[config.mk]
export PLATFORM = sky130hd
export DESIGN_NAME = asg_regs
export DESIGN_NICKNAME = d
export VERILOG_FILES = /design/src/asg_pkg.sv /design/src/asg_regs.sv
export SDC_FILE = /design/constraint.sdc
export NUM_CORES = 1
export LEC_CHECK = 0
export ABC_AREA = 1
export BUFFER_PORTS_ARGS = -buffer_cell sky130_fd_sc_hd__buf_2
export CAP_MARGIN = 20
export CORE_MARGIN = 1
export CORE_UTILIZATION = 50
export DETAILED_ROUTE_END_ITERATION = 10
export PLACE_DENSITY = 0.79
export RECOVER_POWER = 100
export SYNTH_ARGS = -nofsm -noshare
export SYNTH_HDL_FRONTEND = slang
export SYNTH_SLANG_ARGS = --single-unit
export TNS_END_PERCENT = 50
[constraint.sdc]
create_clock -name clk -period 1.7 [get_ports clk]
set_input_delay 0.34 -clock clk [delete_from_list [all_inputs] [get_ports clk]]
set_output_delay 0.34 -clock clk [all_outputs]
set_load 0.01 [all_outputs]
[src/asg_pkg.sv]
////////////////////////////////////////////////////////////////////////////
// shared widths, register map and bus/config structs for the signal
// generator; every design file refers to these through asg_pkg:: names
////////////////////////////////////////////////////////////////////////////

`default_nettype none

package asg_pkg;

  // datapath widths
  localparam int dwo = 14;         // sample width
  localparam int cwm = 10;         // pointer integer part, 1024-entry table
  localparam int cwf = 16;         // pointer fraction part
  localparam int pw  = cwm + cwf;  // full fixed-point pointer

  localparam int buf_sel_bit = 16;  // address bit that selects the table
  localparam int reg_ow      = 8;   // decoded register offset width

  // register map
  localparam logic [reg_ow-1:0] reg_ctl  = 8'h00;  // write only, [0] rst [1] sw trigger
  localparam logic [reg_ow-1:0] reg_trg  = 8'h04;  // trigger select, burst enable above
  localparam logic [reg_ow-1:0] reg_size = 8'h08;
  localparam logic [reg_ow-1:0] reg_offs = 8'h0C;
  localparam logic [reg_ow-1:0] reg_step = 8'h10;
  localparam logic [reg_ow-1:0] reg_ncyc = 8'h18;
  localparam logic [reg_ow-1:0] reg_rnum = 8'h1C;
  localparam logic [reg_ow-1:0] reg_rdly = 8'h20;

  typedef struct packed {
    logic        wen;
    logic        ren;
    logic [31:0] addr;
    logic [31:0] wdata;
  } asg_bus_req_t;

  typedef struct packed {
    logic [31:0] rdata;
    logic        ack;
    logic        err;
  } asg_bus_rsp_t;

  // bus-side table port
  typedef struct packed {
    logic                  ena;
    logic                  wen;
    logic [cwm-1:0]        addr;
    logic signed [dwo-1:0] wdata;
  } asg_buf_req_t;

  typedef struct packed {
    logic [pw-1:0] size;  // table length, fixed point
    logic [pw-1:0] offs;  // start phase
    logic [pw-1:0] step;  // pointer increment
    logic          brst;  // burst mode
    logic [15:0]   ncyc;  // table cycles per repetition
    logic [15:0]   rnum;  // repetitions per burst
    logic [31:0]   rdly;  // idle cycles between repetitions
  } asg_cfg_t;

  typedef struct packed {
    logic rst;
    logic trg;
  } asg_ctl_t;

endpackage

`default_nettype wire

[src/asg_regs.sv]
////////////////////////////////////////////////////////////////////////////
// system bus slave of the generator: config registers, table access
// forwarding, acknowledge sequencing and trigger select / edge detect
////////////////////////////////////////////////////////////////////////////

`timescale 1ns/1ps
`default_nettype none

module asg_regs #(
  parameter int unsigned twa = 4  // number of external trigger lines
) (
  input  logic                          clk,
  input  logic                          rstn,
  input  asg_pkg::asg_bus_req_t         bus_req,
  output asg_pkg::asg_bus_rsp_t         bus_rsp,
  output asg_pkg::asg_buf_req_t         buf_req,
  input  logic signed [asg_pkg::dwo-1:0] buf_rdata,
  input  logic [twa-1:0]                trg_ext,
  output asg_pkg::asg_cfg_t             cfg,
  output asg_pkg::asg_ctl_t             ctl
);

  localparam int tws = (twa > 1) ? $clog2(twa) : 1;  // trigger select width

  logic [asg_pkg::reg_ow-1:0] offs;
  logic                       reg_acc;   // register region access
  logic                       buf_acc;   // table region access
  logic                       ctl_wr;
  logic [tws-1:0]             tsel;
  logic [1:0]                 rd_dly;    // table read in flight
  logic [1:0]                 trg_q;     // selected line, current and previous
  logic [31:0]                reg_rdata;
  logic                       reg_miss;  // unmapped offset

  assign offs    = bus_req.addr[asg_pkg::reg_ow-1:0];
  assign reg_acc = (bus_req.wen | bus_req.ren) & ~bus_req.addr[asg_pkg::buf_sel_bit];
  assign buf_acc = (bus_req.wen | bus_req.ren) &  bus_req.addr[asg_pkg::buf_sel_bit];
  assign ctl_wr  = reg_acc & bus_req.wen & (offs == asg_pkg::reg_ctl);

  ////////////////////////////////////////////////////////////////////////////
  // configuration registers
  ////////////////////////////////////////////////////////////////////////////

  always_ff @(posedge clk) begin
    if (!rstn) begin
      cfg  <= '0;
      tsel <= '0;
    end else if (reg_acc && bus_req.wen) begin
      case (offs)
        asg_pkg::reg_trg:  {cfg.brst, tsel} <= bus_req.wdata[tws:0];
        asg_pkg::reg_size: cfg.size <= bus_req.wdata[asg_pkg::pw-1:0];
        asg_pkg::reg_offs: cfg.offs <= bus_req.wdata[asg_pkg::pw-1:0];
        asg_pkg::reg_step: cfg.step <= bus_req.wdata[asg_pkg::pw-1:0];
        asg_pkg::reg_ncyc: cfg.ncyc <= bus_req.wdata[15:0];
        asg_pkg::reg_rnum: cfg.rnum <= bus_req.wdata[15:0];
        asg_pkg::reg_rdly: cfg.rdly <= bus_req.wdata;
        default: ;  // ctl and holes hold nothing
      endcase
    end
  end

  // read mux, zero filled above each field
  always_comb begin
    reg_rdata = '0;
    reg_miss  = 1'b0;
    case (offs)
      asg_pkg::reg_ctl:  reg_rdata = '0;  // write only
      asg_pkg::reg_trg:  reg_rdata = {{(31-tws){1'b0}}, cfg.brst, tsel};
      asg_pkg::reg_size: reg_rdata = {{(32-asg_pkg::pw){1'b0}}, cfg.size};
      asg_pkg::reg_offs: reg_rdata = {{(32-asg_pkg::pw){1'b0}}, cfg.offs};
      asg_pkg::reg_step: reg_rdata = {{(32-asg_pkg::pw){1'b0}}, cfg.step};
      asg_pkg::reg_ncyc: reg_rdata = {16'h0, cfg.ncyc};
      asg_pkg::reg_rnum: reg_rdata = {16'h0, cfg.rnum};
      asg_pkg::reg_rdly: reg_rdata = cfg.rdly;
      default:           reg_miss  = 1'b1;
    endcase
  end

  ////////////////////////////////////////////////////////////////////////////
  // table request and bus response
  ////////////////////////////////////////////////////////////////////////////

  always_ff @(posedge clk) begin
    if (!rstn) begin
      buf_req <= '0;
      rd_dly  <= '0;
      bus_rsp <= '0;
    end else begin
      buf_req.ena   <= buf_acc;
      buf_req.wen   <= buf_acc & bus_req.wen;
      buf_req.addr  <= bus_req.addr[2 +: asg_pkg::cwm];     // word index
      buf_req.wdata <= bus_req.wdata[asg_pkg::dwo-1:0];
      rd_dly        <= {rd_dly[0], buf_acc & bus_req.ren};  // req reg, then ram
      // writes and register reads answer at once, table reads after rd_dly
      bus_rsp.ack   <= reg_acc | (buf_acc & bus_req.wen) | rd_dly[1];
      bus_rsp.err   <= reg_acc & bus_req.ren & reg_miss;
      if (rd_dly[1]) begin
        bus_rsp.rdata <= {{(32-asg_pkg::dwo){1'b0}}, buf_rdata};
      end else if (reg_acc && bus_req.ren) begin
        bus_rsp.rdata <= reg_rdata;
      end else begin
        bus_rsp.rdata <= '0;
      end
    end
  end

  ////////////////////////////////////////////////////////////////////////////
  // trigger: select, register, rising edge, OR software bit
  ////////////////////////////////////////////////////////////////////////////

  always_ff @(posedge clk) begin
    if (!rstn) begin
      trg_q <= '0;
      ctl   <= '0;
    end else begin
      trg_q   <= {trg_q[0], trg_ext[tsel]};
      ctl.rst <= ctl_wr & bus_req.wdata[0];
      ctl.trg <= (ctl_wr & bus_req.wdata[1]) | (trg_q[0] & ~trg_q[1]);
    end
  end

endmodule

`default_nettype wire

==> flow_summary.yaml <==
outcome:
  outcome: "finished clean"
global_route:
  grt_max_degree: 96
  grt_use_met3_pct: 6.68
  globalRouteOverflowTotal: 0
  top_usage_layer: "met2"
  grt_pass1_vias: 7601
  globalRouteMet2Util_pct: 49.5
  grt.total_usage_pct: 30.1
  antenna_found_initial: 0
  grt_first_pass_wirelength_mm: 39.5
  met1_usage_pct: 38.0
critical_path:
  cpPeakStageDelay_ns: 0.30
  required_ns: 2.09
  start_kind: "primary input"
  endpoint_kind: "register"
  cp_cell_sequence: "buf_2 > nor2_1 > nand2_1 > inv_1 > nand2_1 > clkbuf_1 > o21ai_0 > nor2_1 > nand2_1 > nand2_1 > nand2_1"
  cpLargestDelayFamily: "simple AND/OR/NAND/NOR gates"
  cpMostUsedCell: "nand2_1"
  path_max_fanout: 5
  crit_type: "primary input to register"
  slowest_stage: "clkbuf_1"
  critPathArrivalTime_ns: 1.85
  r2r_setup_slack_ns: 0.30
  critical_path_buf_inv_count: 3
layout:
  seqCellArea_um2: 4220
  mostFrequentLayoutCell: "nand2_1"
  area_growth_pct: 28.6
  nets: 1437
  design_area_um2: 10500
  fin_util_pct: 66.1
  drive_gt1_share_pct: 12.2
  multi_input_area_um2: 3250
  diodes: 0
  fillers: 1499
  layoutNonFillerInstCount: 1583
  final_cell_mix: "nand2_1, clkbuf_1, dfxtp_1, a21oi_1, nand3_1"
clock_network:
  postCtsResizedCells: 0
  clock_sinks: 211
  cts_tree: "built"
  h-tree-depth: 1
  cts_root_buffer: "clkbuf_16"
  cts_buffer_depth: 3
  clkTransAtPathRegs_ns: 0.06
  ctsHoldBuffers: 0
  insertion_delay_ns: 0.50
  cts_buffers: 22
  cts_setup_buffers: 0
route:
  drt-total-wl_mm: 25.8
  first_iter_violations: 758
  drt_drc_violations_left: 0
  drtAntennaViolNets: 0
  via_count: 8428
  via_per_inst: 5.32
  post_drt_wl_per_cell_um: 16.3
  dr.pass1.iters: 5
floorplanning:
  start_util_pct: 51.4
  core_um2: 15900
  die_w_um: 130
  rows: 46
  dieArea_um2: 16900
  die-height_um: 130
  boundaryPins: 291
flow_run:
  maxCapViolations: 0
power_and_ir_drop:
  clkPwrFrac_pct: 48.7
  p_leak_nw: 4.58
  p_int_mw: 8.36
  p_sw_mw: 2.29
  p_total_mw: 10.7
  switching_share_pct: 21.5
  seqPwrFrac_pct: 47.0
  power_density_nw_per_um2: 1010
  p_comb_share_pct: 4.4
  peakVddDrop_v: 0.000802
yosys:
  syn_area_um2: 8190
  avgSynthCellArea_um2: 7.63
  yosysTopAreaCell: "dfxtp_1"
  ys_top_cells_by_area: "dfxtp_1, nand2_1, a21oi_1"
  syn-instance-count: 1074
  ys_warn_count: 0
  ys_ff_latch: 211
  synth_top_area_share_pct: 51.5
  ys_seq_area_share_pct: 51.5
  synth_nets: 1160
  synth_cell_types: 27
placed_design:
  placed_area_um2: 10100
  gp_congestion: 0.889
  dp_hpwl_mm: 18.2
  placedCellCount: 1543
  dp_slack_ns: -0.132
  port_buffers: 271
sta:
  fin_crit_sh_pct: 86.2
  fin_crit_ns: 1.47
  setup_viol: 0
  rsz0062_at_grt: "no"
  skew_ns: 0.00761
  finalWorstSetupSlack_ns: 0.234
  relSlewSlack_pct: 42.1
  hold_viol_final: 0
  slew_violations: 0
  tns_ns: 0
  fmax_mhz: 682
  whs_ns: 0.0327
  tightest_slew_ns: 0.869
hold_path:
  hold_class: "primary input to register"
-- final cells by class --
class                           count  share of cell area [%]
Tap cell                          216                    2.57
Clock buffer                       31                    6.03
Inverter                           98                    3.49
Clock inverter                      9                    1.43
Multi-Input combinational cell    694                    30.8
Sequential cell                   211                    40.1
Timing Repair Buffer              324                    15.6
-- synthesized netlist by cell type --
master / count
dfxtp_1: 211
nor2_1: 38
o21ai_0: 117
nand2_1: 214
nand2_4: 1
nand2_2: 2
o22ai_1: 1
nand3b_1: 1
a211oi_1: 1
buf_1: 1
o21ai_1: 3
a31oi_1: 1
buf_4: 4
buf_2: 40
inv_2: 10
buf_6: 2
clkbuf_1: 24
nor2_2: 5
nor3_1: 9
a21oi_1: 150
nor2_4: 7
inv_1: 86
nand3_1: 127
clkinv_1: 2
a21oi_4: 1
nand4_1: 8
and2_1: 8
-- sequential cells by signal, indices dropped and copies added (netlist names) --
signal / cells
cfg: 143
bus_rsp: 34
buf_req: 26
ctl: 2
rd_dly: 2
trg_q: 2
tsel: 2
-- per-layer routing --
| layer | part of all wire [%] | wire [µm] | vias up |
|---|---|---|---|
| met4 | 3.9 | 998 | 0 |
| met3 | 8.4 | 2180 | 69 |
| met5 | 0 | 0 | - |
| met1 | 40 | 10400 | 3841 |
| met2 | 47 | 12300 | 427 |
| li1 | - | - | 4091 |
-- cells by family after synthesis --
family / share of synthesized area (%)
AOI/OAI and AO/OA: 16.9
and+or+nand+nor: 22.8
buffers and inverters: 8.72
DFF: 51.5
-- power groups by stage --
stage          clock [mW]  sequential (mW)  combinational, mW
4_1_cts              5.23             5.00              0.482
3_3_place_gp            0             5.11              0.474
2_1_floorplan           0             5.14              0.206
6_report             5.18             5.00              0.465
5_1_grt              5.47             5.01              0.508
3_5_place_dp            0             5.11              0.479
-- worst min-delay path: stages --
cell     delay (ns)
buf_2          0.08
nand2_1        0.04
inv_1          0.04
-- path summary, 6_finish.rpt --
path / from / endpoint / depth (start not counted)
max: bus_req[34] / bus_rsp[13] / 11
min: bus_req[42] / buf_req[22] / 3
max reg2reg: rd_dly[1] / bus_rsp[26] / 5
min reg2reg: rd_dly[0] / rd_dly[1] / 2
Power figures use the tool's default switching activity.
