### src/asg_pkg.sv
////////////////////////////////////////////////////////////////////////////
// shared widths, register map and bus/config structs for the signal
// generator; every design file refers to these through asg_pkg:: names
////////////////////////////////////////////////////////////////////////////

`default_nettype none

package asg_pkg;

  // datapath widths
  localparam int dwo = 14;         // sample width
  localparam int cwm = 10;         // pointer integer part, 1024-entry table
  localparam int cwf = 16;         // pointer fraction part
  localparam int pw  = cwm + cwf;  // full fixed-point pointer

  localparam int buf_sel_bit = 16;  // address bit that selects the table
  localparam int reg_ow      = 8;   // decoded register offset width

  // register map
  localparam logic [reg_ow-1:0] reg_ctl  = 8'h00;  // write only, [0] rst [1] sw trigger
  localparam logic [reg_ow-1:0] reg_trg  = 8'h04;  // trigger select, burst enable above
  localparam logic [reg_ow-1:0] reg_size = 8'h08;
  localparam logic [reg_ow-1:0] reg_offs = 8'h0C;
  localparam logic [reg_ow-1:0] reg_step = 8'h10;
  localparam logic [reg_ow-1:0] reg_ncyc = 8'h18;
  localparam logic [reg_ow-1:0] reg_rnum = 8'h1C;
  localparam logic [reg_ow-1:0] reg_rdly = 8'h20;

  typedef struct packed {
    logic        wen;
    logic        ren;
    logic [31:0] addr;
    logic [31:0] wdata;
  } asg_bus_req_t;

  typedef struct packed {
    logic [31:0] rdata;
    logic        ack;
    logic        err;
  } asg_bus_rsp_t;

  // bus-side table port
  typedef struct packed {
    logic                  ena;
    logic                  wen;
    logic [cwm-1:0]        addr;
    logic signed [dwo-1:0] wdata;
  } asg_buf_req_t;

  typedef struct packed {
    logic [pw-1:0] size;  // table length, fixed point
    logic [pw-1:0] offs;  // start phase
    logic [pw-1:0] step;  // pointer increment
    logic          brst;  // burst mode
    logic [15:0]   ncyc;  // table cycles per repetition
    logic [15:0]   rnum;  // repetitions per burst
    logic [31:0]   rdly;  // idle cycles between repetitions
  } asg_cfg_t;

  typedef struct packed {
    logic rst;
    logic trg;
  } asg_ctl_t;

endpackage

`default_nettype wire

### src/asg_engine.sv
////////////////////////////////////////////////////////////////////////////
// read-pointer engine: steps a fixed-point pointer through the table,
// continuous or burst, and drives the valid/ready sample stream
////////////////////////////////////////////////////////////////////////////

`timescale 1ns/1ps
`default_nettype none

module asg_engine (
  input  logic                           clk,
  input  logic                           rstn,
  input  asg_pkg::asg_cfg_t              cfg,
  input  asg_pkg::asg_ctl_t              ctl,
  output logic                           rd_en,
  output logic [asg_pkg::cwm-1:0]        rd_addr,
  input  logic signed [asg_pkg::dwo-1:0] rd_data,
  output logic signed [asg_pkg::dwo-1:0] sto_dat,
  output logic                           sto_vld,
  input  logic                           sto_rdy,
  output logic                           trg_out
);

  typedef enum logic [1:0] {
    st_idle,
    st_run,   // continuous wrap
    st_brst,  // inside a repetition
    st_dly    // gap between repetitions
  } state_t;

  state_t                    state;
  logic [asg_pkg::pw-1:0]    ptr;
  logic [asg_pkg::pw:0]      ptr_add;  // one spare bit for the compare
  logic [asg_pkg::pw:0]      ptr_sub;
  logic                      ptr_wrap;
  logic [asg_pkg::pw-1:0]    ptr_nxt;
  logic [15:0]               cyc_cnt;  // table cycles this repetition
  logic [15:0]               cyc_nxt;
  logic [15:0]               rep_cnt;  // repetitions done
  logic [15:0]               rep_nxt;
  logic [31:0]               dly_cnt;
  logic                      rep_end;

  ////////////////////////////////////////////////////////////////////////////
  // pointer arithmetic
  ////////////////////////////////////////////////////////////////////////////

  assign ptr_add  = {1'b0, ptr} + {1'b0, cfg.step};
  assign ptr_sub  = ptr_add - {1'b0, cfg.size};
  assign ptr_wrap = ptr_add >= {1'b0, cfg.size};  // one table cycle done
  assign ptr_nxt  = ptr_wrap ? ptr_sub[asg_pkg::pw-1:0] : ptr_add[asg_pkg::pw-1:0];
  assign cyc_nxt  = cyc_cnt + 16'd1;
  assign rep_nxt  = rep_cnt + 16'd1;

  // read only when the output register is free or being taken
  assign rd_en   = ((state == st_run) || (state == st_brst)) && (!sto_vld || sto_rdy);
  assign rd_addr = ptr[asg_pkg::pw-1:asg_pkg::cwf];  // integer part

  // last read of a repetition
  assign rep_end = (state == st_brst) && rd_en && ptr_wrap && (cyc_nxt >= cfg.ncyc);

  ////////////////////////////////////////////////////////////////////////////
  // FSM
  ////////////////////////////////////////////////////////////////////////////

  always_ff @(posedge clk) begin
    if (!rstn) begin
      state   <= st_idle;
      ptr     <= '0;
      cyc_cnt <= '0;
      rep_cnt <= '0;
      dly_cnt <= '0;
      trg_out <= 1'b0;
    end else begin
      trg_out <= 1'b0;
      if (ctl.rst) begin
        state <= st_idle;
      end else begin
        case (state)
          st_idle: begin
            if (ctl.trg) begin
              state   <= cfg.brst ? st_brst : st_run;
              ptr     <= cfg.offs;
              cyc_cnt <= '0;
              rep_cnt <= '0;
              trg_out <= 1'b1;  // repetition start
            end
          end
          st_run: begin
            if (rd_en) ptr <= ptr_nxt;
          end
          st_brst: begin
            if (rd_en) begin
              ptr <= ptr_nxt;
              if (ptr_wrap) cyc_cnt <= cyc_nxt;
            end
            if (rep_end) begin
              if (rep_nxt >= cfg.rnum) begin
                state <= st_idle;  // burst complete
              end else begin
                state   <= st_dly;
                dly_cnt <= cfg.rdly;
                rep_cnt <= rep_nxt;
              end
            end
          end
          st_dly: begin
            // count only once the last sample has left
            if (!sto_vld) begin
              if (dly_cnt <= 32'd1) begin
                state   <= st_brst;
                ptr     <= cfg.offs;
                cyc_cnt <= '0;
                trg_out <= 1'b1;
              end else begin
                dly_cnt <= dly_cnt - 32'd1;
              end
            end
          end
          default: state <= st_idle;
        endcase
      end
    end
  end

  ////////////////////////////////////////////////////////////////////////////
  // stream output
  ////////////////////////////////////////////////////////////////////////////

  assign sto_dat = rd_data;  // ram port register is the stream register

  always_ff @(posedge clk) begin
    if (!rstn || ctl.rst) begin
      sto_vld <= 1'b0;  // pending sample dropped
    end else if (rd_en) begin
      sto_vld <= 1'b1;
    end else if (sto_rdy) begin
      sto_vld <= 1'b0;
    end
  end

endmodule

`default_nettype wire

### config.mk
export PLATFORM = sky130hd
export DESIGN_NAME = asg_engine
export DESIGN_NICKNAME = d
export VERILOG_FILES = /design/src/asg_pkg.sv /design/src/asg_engine.sv
export SDC_FILE = /design/constraint.sdc
export NUM_CORES = 1
export LEC_CHECK = 0
export BUFFER_PORTS_ARGS = -buffer_cell sky130_fd_sc_hd__buf_2
export CORE_ASPECT_RATIO = 0.7
export CORE_MARGIN = 3
export CORE_UTILIZATION = 45
export CTS_CLUSTER_DIAMETER = 40
export DETAILED_ROUTE_END_ITERATION = 6
export GPL_ROUTABILITY_DRIVEN = 1
export PLACE_DENSITY = 0.67
export RECOVER_POWER = 25
export SLEW_MARGIN = 40
export SYNTH_ARGS = -nofsm -noshare
export SYNTH_HDL_FRONTEND = slang
export SYNTH_SLANG_ARGS = --single-unit
export TNS_END_PERCENT = 100
### constraint.sdc
create_clock -name clk -period 6.67 [get_ports clk]
set_input_delay 0.667 -clock clk [delete_from_list [all_inputs] [get_ports clk]]
set_output_delay 0.667 -clock clk [all_outputs]
set_load 0.02 [all_outputs]
==> run_results.csv, run 1 <==
group,metric,value,unit
route,wl_met2,11.6,mm
pwr,power.leakage,0.00488,uW
synthesis,synth_compound_area_share,28.2,%
synthesis,yosys.area_share.simple,23.0,%
layout,final_common_cell,"buf_2",
route,drt_iter0_drc,821,
sta,fmaxAchievable,170,MHz
layout,final_layout_size_suffix_gt1_share,16.0,%
die,core_area,0.0202,mm2
sta,finalClockSkew,11.4,ps
clock_network,clkSinkCount,94,
route,met3_length,2.17,mm
pwr,irDropWorstVdd,0.111,mV
die,row_count,43,
worst_setup_path,worstRegToRegCells,20,
global_routing,grt_pass1_vias,8879,
hold_path,worstHoldPathType,"flop to flop",
sta,setup_tns,0,ps
die,start_util,46.9,%
sta,finalCritPeriodShare,88.1,%
clock_network,path_clk_slew,70,ps
placed_design,dpl_worst_slack,548,ps
synthesis,synth_area,0.00949,mm2
synthesis,ys_async_sr_fraction,0,%
die,dieWidth,180,um
outcome,run_status,"complete, but fails checks",
sta,finalCriticalPeriod,5870,ps
route,drt-total-wl,28.7,mm
route,first_pass_iters,5,
clock_network,clockBufferDepth,2,
sta,worst_pin_slew,2400,ps
sta,final-hold-violation-count,0,
placed_design,portBuffers,160,
clock_network,cts_resized,0,
synthesis,ys_seq_area_share,19.8,%
layout,synthToLayoutAreaGrowth,11.3,%
synthesis,syn_inst,1257,
layout,fillers,2032,
outcome,violations,"capacitance limit, slew limit",
layout,layout_common_cells,"148 x buf_2, 134 x nand2_1, 94 x dfxtp_1",
global_routing,grt_pass1_wl,46.3,mm
die,ios,189,
route,drc_errors,0,
placed_design,placed_area,0.0103,mm2
placed_design,dp_cells,1613,
worst_setup_path,reg2reg_slack,870,ps
route,wl_per_cell,17.6,um
synthesis,synth_edf_count,0,
route,met1_length,14.6,mm
layout,antennaDiodeCount,0,
sta,relSlewSlack,-60.2,%
worst_setup_path,arrival,6090,ps
layout,stdcell_count,1629,
synthesis,synth_cell_types,88,
sta,setup_slack,797,ps
synthesis,synth_xor_area_share,6.55,%
synthesis,yosys.area_share.adder,12.5,%
synthesis,synth_ff_type,"dfxtp_1",
worst_setup_path,critPathCapture,"dly_cnt[8]",
worst_setup_path,cpMaxStageDelayCell,"o21ai_0",
die,dieArea,0.0229,mm2
placed_design,dp_hpwl,21.8,mm
sta,rsz0062_at_grt,"false",
worst_setup_path,crit_type,"primary input to flop",
worst_setup_path,crit_fanout,41,
sta,drv_slew,140,
route,ant_nets,0,
pwr,power_density,198,mW/mm2
route,viasPerCell,5.87,
worst_setup_path,required,6880,ps
clock_network,root_buffer,"clkbuf_16",
layout,final_area,0.0106,mm2
clock_network,cts_buffers,9,
synthesis,synth_top_family_by_area,"compound AO/OA/AOI/OAI gates",
worst_setup_path,startpoint,"cfg[65]",
layout,fin_nets,1610,
clock_network,cts_tree,"yes",
global_routing,gr-usage-all-layers,24.3,%
synthesis,synthMuxAreaShare,1.58,%
worst_setup_path,r2r-end,"dly_cnt[8]",
clock_network,ctsHoldBuffers,0,
worst_setup_path,path_cells,"buf_2 > ha_1 > inv_1 > fa_1 > nand2b_1 > a21oi_1 > o21ai_0 > nand3_1 > a21boi_0 > xnor2_1 > ha_1 > a21o_1 > a21o_1 > a221o_1 > a221o_1 > o21ai_2 > and2_4 > o31a_4 > or2_1 > buf_12 > o32ai_1",
global_routing,antenna_found_initial,0,
clock_network,post_cts_buffers,0,
sta,setup_viol,0,
route,dr_total_vias,9569,
worst_setup_path,r2r_start,"ptr[0]",
worst_setup_path,slowest_delay,530,ps
die,die_y,128,um
global_routing,grt-ovfl-total,0,
global_routing,grt_max_degree,61,
placed_design,place.gp.congestion,0.960,
synthesis,synth_fp_nets,1513,
synthesis,synth-seq-cells,94,
synthesis,syn_avg_cell_area,7.55,um2
worst_setup_path,endpoint_kind,"flop",
sta,whs,470,ps
clock_network,worstSkewPairLatency,360,ps
route,highest_layer,"met4",
worst_setup_path,start_kind,"primary input",
clock_network,cts.htree.levels,3,
synthesis,ys_warn_count,0,
run,max_cap_violations,3,
-- layout make-up --
| type | count | area, um2 | share of cell area (%) |
|---|---|---|---|
| clock buffers | 11 | 243 | 2.30 |
| clock inverters | 5 | 66.3 | 0.628 |
| inverters | 86 | 323 | 3.06 |
| multi-input cells | 992 | 6840 | 64.7 |
| flip-flops and latches | 94 | 1880 | 17.8 |
| well taps | 270 | 338 | 3.20 |
| repair buffers | 171 | 873 | 8.27 |
-- layer usage --
metal,vias up,global-route usage [%]
met1,4397,37.4
met5,-,0
li1,4772,-
met2,370,34.8
met3,30,5.04
met4,0,4.91
-- stage by stage --
step / util [%] / power [uW]
after floorplan: - / 1300
after global placement: 50.7 / 1530
after detailed placement: 50.9 / 1520
after CTS: 52.4 / 2090
after global routing: 52.2 / 2220
final: 52.2 / 2090
-- report_power, final --
part           switching [uW]  total [uW]  internal (uW)
Sequential               16.8         596            580
Combinational             571         931            360
Clock                     256         563            307
Total                     844        2090           1250
-- flip-flops by register name, indices dropped and copies added, names as in the netlist --
signal and cells:
dly_cnt 32, ptr 26, cyc_cnt 16, rep_cnt 16
state 2, sto_vld 1, trg_out 1
-- worst min path at each step --
stage	slack, ps	endpoint	startpoint	cells past startpoint
3_3_place_gp	450	rep_cnt[15]	rep_cnt[15]	2
3_5_place_dp	460	cyc_cnt[15]	cyc_cnt[15]	2
4_1_cts	470	cyc_cnt[15]	cyc_cnt[15]	2
2_1_floorplan	430	ptr[0]	ptr[0]	2
5_1_grt	490	ptr[15]	ptr[15]	2
6_report	470	cyc_cnt[15]	cyc_cnt[15]	2
-- Yosys cell counts (19+ instances only) --
master	count	area [um2]
dfxtp_1	94	1880
o211ai_1	19	143
o311ai_0	19	166
xnor2_1	48	420
o21ai_0	37	185
nand3_1	39	195
ha_1	92	1150
a31oi_1	23	144
clkbuf_1	39	146
xor2_1	23	201
o31ai_1	27	203
nand2_1	134	503
nor2_1	82	308
inv_1	83	312
and3_1	20	125
buf_4	26	195
a21oi_1	80	400
a21o_1	47	353
nor3_1	35	175
-- worst max-delay path, delay by kind of cell --
family | cells | cell delay [ps]
and+or+nand+nor | 4 | 1140
xor gates and xnor gates | 1 | 190
adders and majority gates | 3 | 730
buffers and inverters | 3 | 400
AOI/OAI and AO/OA | 10 | 2910
-- logic make-up (layout without fill, tap and decap cells) --
logic type,after synthesis,after routing
muxes,15,15
buffers and inverters,171,273
DFF,94,94
xor gates and xnor gates,71,71
and+or+nand+nor,431,431
adders and majority gates,94,94
AOI/OAI and AO/OA,381,381
Power figures use the tool's default switching activity.
==> inputs of run 2 (changes only) <==
CTS_BUF_LIST = sky130_fd_sc_hd__clkbuf_4   (was unset)
==> run 2 against run 1 <==
The flow still finishes with violations (capacitance limit, slew limit). Worst hold slack got worse by 53 ps. First-iteration DRC count increased by 1.6%. Clock skew increased by 22 ps. Sequential cell count unchanged. Critical path type is now flop to flop. Largest cell class unchanged. Largest power group unchanged.
==> run_results.csv, run 2 (synthesized netlist as in run 1, its figures left out) <==
group,metric,value,unit
sta,setup_viol,0,
clock_network,cts.htree.levels,3,
hold_path,min-delay-start,"cfg[104]",
route,ant_nets,0,
layout,reg.largest.list,"dly_cnt: 32 flops, ptr: 26 flops",
clock_network,worstSkewPairLatency,500,ps
sta,finalCritPeriodShare,87.7,%
die,die_y,128,um
route,wl_per_cell,17.6,um
worst_setup_path,crit_fanout,41,
sta,setup_tns,0,ps
layout,final_common_cell,"buf_2",
clock_network,ctsHoldBuffers,0,
clock_network,cts_tree,"yes",
layout,regMostFlops,"dly_cnt",
sta,fmaxAchievable,171,MHz
sta,worst_pin_slew,1810,ps
sta,relSlewSlack,-21.0,%
worst_setup_path,endpoint_kind,"flop",
worst_setup_path,crit_type,"flop to flop",
layout,final_area,0.0104,mm2
hold_path,worstHoldPathType,"primary input to flop",
global_routing,grt_pass1_vias,8871,
clock_network,root_buffer,"clkbuf_4",
die,dieArea,0.0229,mm2
worst_setup_path,path_cells,"ha_1 > inv_1 > fa_1 > nand2b_1 > a21oi_1 > o21ai_0 > nand3_1 > a21boi_0 > xnor2_1 > ha_1 > a21o_1 > a21o_1 > a221o_1 > a221o_1 > o21ai_2 > and2_4 > o31a_4 > or2_1 > buf_12 > o32ai_1",
worst_setup_path,start_kind,"flop",
worst_setup_path,r2r_start,"ptr[0]",
die,row_count,43,
clock_network,post_cts_buffers,0,
global_routing,antenna_found_initial,1,
worst_setup_path,r2r-end,"dly_cnt[8]",
route,drt-total-wl,28.7,mm
hold_path,hold_path_end,"ptr[13]",
global_routing,grt_pass1_wl,46.3,mm
placed_design,dp_cells,1613,
layout,stdcell_count,1630,
sta,finalCriticalPeriod,5850,ps
clock_network,cts_resized,0,
layout,final_core_util,51.5,%
global_routing,grt_max_degree,61,
sta,final-hold-violation-count,0,
worst_setup_path,worstRegToRegCells,20,
die,dieWidth,180,um
worst_setup_path,slowest_delay,560,ps
layout,synthToLayoutAreaGrowth,9.81,%
outcome,violations,"capacitance limit, slew limit",
outcome,run_status,"complete, but fails checks",
route,viasPerCell,5.90,
clock_network,clockBufferDepth,2,
worst_setup_path,required,7020,ps
sta,rsz0062_at_grt,"false",
worst_setup_path,reg2reg_slack,820,ps
layout,fin_nets,1610,
route,drt_iter0_drc,834,
route,first_pass_iters,6,
pwr,power.leakage,0.00482,uW
die,core_area,0.0202,mm2
layout,final_layout_size_suffix_gt1_share,16.0,%
hold_path,whs_path_depth,3,
layout,layout_common_cells,"147 x buf_2, 134 x nand2_1, 94 x dfxtp_1",
global_routing,grt-ovfl-total,0,
sta,drv_slew,51,
worst_setup_path,cpMaxStageDelayCell,"o21ai_0",
sta,finalClockSkew,33.2,ps
clock_network,path_clk_slew,180,ps
placed_design,portBuffers,160,
clock_network,clkSinkCount,94,
pwr,power_density,181,mW/mm2
worst_setup_path,arrival,6200,ps
pwr,irDropWorstVdd,0.103,mV
global_routing,gr-usage-all-layers,24.3,%
die,ios,189,
placed_design,placed_area,0.0103,mm2
clock_network,cts_buffers,9,
pwr,power,1880,uW
run,max_cap_violations,1,
route,dr_total_vias,9624,
layout,largest_register_ffs,32,
placed_design,dp_hpwl,21.8,mm
placed_design,place.gp.congestion,0.960,
die,start_util,46.9,%
route,drc_errors,0,
[run 2: changes by cell type in the layout (fill, tap and decap cells not counted), sizes merged]
cell / delta
diode: +1
clkbuf: -2
buf: +1
clkinv: +1
[run 2: layout make-up]
cell class / instances / area [um2]
Antenna cell: 1 / 2.50
Clock buffer: 10 / 75.1
Clock inverter: 6 / 70.1
Fill cell: 2044 / 9810
Inverter: 86 / 323
Multi-Input combinational cell: 992 / 6840
Sequential cell: 94 / 1880
Tap cell: 270 / 338
Timing Repair Buffer: 171 / 892
[run 2: worst max path at each step]
stage          startpoint          end  slack [ps]  cells past startpoint
6_report           ptr[0]   dly_cnt[8]         820                     20
5_1_grt            ptr[0]   dly_cnt[8]         500                     20
4_1_cts            ptr[0]   dly_cnt[8]         960                     20
3_5_place_dp      cfg[65]   dly_cnt[8]         550                     21
3_3_place_gp      cfg[69]   dly_cnt[8]         720                     20
2_1_floorplan     cfg[69]  dly_cnt[28]        1730                     19
[run 2: stage by stage]
stage               worst slack, ps  hold slack (ps)
floorplan                      1730              429
global placement                721              454
detailed placement              548              464
CTS                             959              381
global route                    499              415
finish                          822              417
[run 2: critical path: cells and delay by family (launching register included)]
kind,cells,cell delay (ps)
XOR/XNOR,1,190
flip-flops,1,370
AO/OA/AOI/OAI,10,2940
adder cells (fa/ha/maj),3,730
buffers and inverters,2,300
AND/OR/NAND/NOR,4,1160
[run 2: metal layers]
| metal | up-vias | GRT usage (%) | share of wire (%) |
|---|---|---|---|
| met5 | - | 0 | 0 |
| met4 | 0 | 5.05 | 1.3 |
| met3 | 27 | 4.89 | 7.7 |
| met2 | 370 | 34.8 | 40 |
| met1 | 4447 | 37.4 | 51 |
| li1 | 4780 | - | - |
[run 2: where the power goes]
part	switching [uW]	internal (uW)	leakage, uW	total [uW]
Combinational	571	361	0.00398	932
Clock	234	122	0.0000766	356
Sequential	16.6	581	0.000762	597
Total	821	1060	0.00482	1880
==> inputs of run 3 (changes only) <==
ABC_AREA = 1   (was unset)
CTS_BUF_LIST = sky130_fd_sc_hd__clkbuf_16   (was sky130_fd_sc_hd__clkbuf_4)
PLACE_DENSITY = 0.66   (was 0.67)
==> run 3 against run 2 <==
The flow still finishes with violations (capacitance limit, slew limit). Via count rose by 28%. Global-route usage rose by 1.7 points. Routed wire length rose by 26%. Register-to-register slack improved by 900 ps. Setup slack improved by 820 ps. Design area rose by 17%. Synthesized cell count rose by 53%. Clock skew fell by 23 ps. Die area rose by 16%. Worst hold slack improved by 97 ps. Cell count rose by 44%. Total power rose by 39%.
==> run_results.csv, run 3 <==
group,metric,value,unit
outcome,run_status,"complete, but fails checks",
outcome,violations,"capacitance limit, slew limit",
pwr,power_density,216,mW/mm2
placed_design,portBuffers,160,
worst_setup_path,worstRegToRegCells,26,
sta,drv_slew,39,
synthesis,syn_inst,1926,
layout,final_layout_size_suffix_gt1_share,10.7,%
synthesis,synth_area_leader_cell,"nand2_1",
die,dieArea,0.0265,mm2
global_routing,grt_pass1_wl,55.7,mm
clock_network,worstSkewPairLatency,360,ps
clock_network,cts_buffers,9,
sta,relSlewSlack,-33.9,%
sta,final-hold-violation-count,0,
route,viasPerCell,5.26,
synthesis,yosys-top-cells-area,"nand2_1 18%, dfxtp_1 17%, inv_1 11%",
layout,multi_input_area,0.00748,mm2
synthesis,synth-seq-cells,94,
clock_network,clockBufferDepth,2,
clock_network,cts.htree.levels,3,
layout,final_common_cell,"nand2_1",
layout,reg.largest.list,"dly_cnt: 32 flops, ptr: 26 flops",
global_routing,antenna_found_initial,1,
synthesis,ys_async_sr_fraction,0,%
clock_network,clkSinkCount,94,
worst_setup_path,crit_fanout,40,
synthesis,synth_edf_count,0,
global_routing,grt_max_degree,92,
clock_network,ctsHoldBuffers,0,
hold_path,whs_path_depth,2,
route,wl_per_cell,15.4,um
synthesis,synth_cell_types,45,
pwr,irDropWorstVdd,0.134,mV
run,max_cap_violations,1,
sta,finalCriticalPeriod,5030,ps
worst_setup_path,crit_type,"primary input to flop",
synthesis,yosysTopAreaCellShare,18.2,%
sta,worst_pin_slew,2010,ps
die,die_y,137,um
sta,setup_viol,0,
layout,layout_common_cells,"537 x nand2_1, 333 x inv_1, 209 x nor2_1",
synthesis,ys_seq_area_share,17.0,%
synthesis,synthMostInstantiatedCell,"nand2_1",
clock_network,path_clk_slew,70,ps
clock_network,root_buffer,"clkbuf_16",
route,dr_total_vias,12300,
pwr,power.leakage,0.00687,uW
placed_design,place.gp.congestion,1.06,
die,dieWidth,193,um
layout,synthToLayoutAreaGrowth,10.2,%
sta,rsz0062_at_grt,"false",
synthesis,synth_ff_type,"dfxtp_1",
global_routing,grt_pass1_vias,10400,
route,drt_iter0_drc,1426,
hold_path,worstHoldPathType,"flop to flop",
die,ios,189,
clock_network,cts_tree,"yes",
worst_setup_path,endpoint_kind,"flop",
clock_network,cts_resized,0,
layout,regArea,0.00188,mm2
sta,finalCritPeriodShare,75.4,%
worst_setup_path,required,6950,ps
layout,largest_register_ffs,32,
pwr,power,2630,uW
route,drc_errors,0,
route,drt-total-wl,36.2,mm
die,row_count,47,
synthesis,synth_area,0.0111,mm2
sta,fmaxAchievable,199,MHz
die,start_util,46.3,%
worst_setup_path,r2r_start,"ptr[0]",
synthesis,syn_avg_cell_area,5.74,um2
worst_setup_path,arrival,5310,ps
synthesis,synth.top_cells.by_count,"537 x nand2_1, 333 x inv_1, 209 x nor2_1",
synthesis,ys_warn_count,0,
global_routing,grt-ovfl-total,0,
route,ant_nets,0,
layout,regMostFlops,"dly_cnt",
global_routing,gr-usage-all-layers,26.0,%
route,first_pass_iters,6,
clock_network,post_cts_buffers,0,
layout,fillers,2544,
die,core_area,0.0239,mm2
worst_setup_path,start_kind,"primary input",
layout,fin_nets,2281,
layout,final_core_util,51.1,%
synthesis,synth_fp_nets,2182,
placed_design,dp_hpwl,28.7,mm
sta,finalClockSkew,10.5,ps
worst_setup_path,startpoint,"cfg[67]",
sta,setup_tns,0,ps
hold_path,min-delay-start,"state[0]",
==> run 3: cell count changes in the layout (fill, tap and decap cells not counted), sizes merged, moves of 31 or more <==
cell,before,now
nand2,135,545
xnor2,48,17
a21o,47,3
nand4,15,82
nor2,86,230
inv,85,341
nand3,40,96
a21oi,82,154
==> run 3: cell families (layout without fill, tap and decap cells) <==
kind of cell    count (synthesis)  count (layout)  synth area share (%)
simple gates                  991             991                  38.6
buf+inv                       420             524                  15.6
compound gates                259             259                  12.6
fa+ha+maj                      94              94                  10.8
flops                          94              94                  17.0
xor+xnor                       63              63                  4.99
mux                             5               5                 0.452
other cells                     0               1                     0
==> run 3: final timing paths <==
path	endpoint	slack, ps
setup reg to reg	rep_cnt[15]	1720
hold reg to reg	state[0]	510
hold / removal	state[0]	510
setup / recovery	rep_cnt[15]	1640
==> run 3: final cells by class <==
| type | count | share of cell area, % |
|---|---|---|
| Timing Repair Buffer | 167 | 6.87 |
| Clock buffer | 9 | 1.85 |
| Antenna cell | 1 | 0.0205 |
| Inverter | 341 | 10.5 |
| Multi-Input combinational cell | 1412 | 61.4 |
| Sequential cell | 94 | 15.4 |
| Tap cell | 318 | 3.26 |
| Clock inverter | 7 | 0.718 |
==> run 3: metal layers <==
| layer | vias to the layer above | share of wire (%) | GRT usage (%) |
|---|---|---|---|
| met1 | 5479 | 52 | 42.5 |
| met5 | - | 0 | 0 |
| li1 | 6296 | - | - |
| met3 | 38 | 10 | 6.48 |
| met4 | 0 | 1.2 | 4.13 |
| met2 | 535 | 37 | 33.5 |
==> run 3: where the power goes <==
| part | switching (uW) | internal (uW) | total (uW) | leakage (uW) |
|---|---|---|---|---|
| clock network | 245 | 327 | 573 | 0.000157 |
| registers | 45.0 | 610 | 655 | 0.000770 |
| logic | 932 | 469 | 1400 | 0.00594 |
==> run 3: critical path, cell delays in order <==
cell,delay [ps]
buf_2,100
ha_1,360
or2_2,140
nand2_1,100
o21ai_0,600
nand4_1,360
nand3_1,190
nand2_1,60
nand2_1,80
inv_1,50
ha_1,350
nand2_2,100
nor2_1,170
nand2_1,100
nor2_1,150
nand4_1,90
nand2_1,90
nor2_2,50
nand2_4,360
nand2_4,80
nand2_4,90
buf_4,360
nand3_4,280
nand2_1,130
inv_1,50
nor2_1,110
==> run 3: metrics by stage <==
stage	hold WS (ps)	instance area [um2]	worst slack (ps)	std cells
global route	538	12200	1280	2349
detailed placement	501	11900	1420	2332
global placement	501	11900	1430	2332
finish	514	12200	1640	2349
CTS	510	12200	1790	2348
floorplan	474	11100	2790	1926
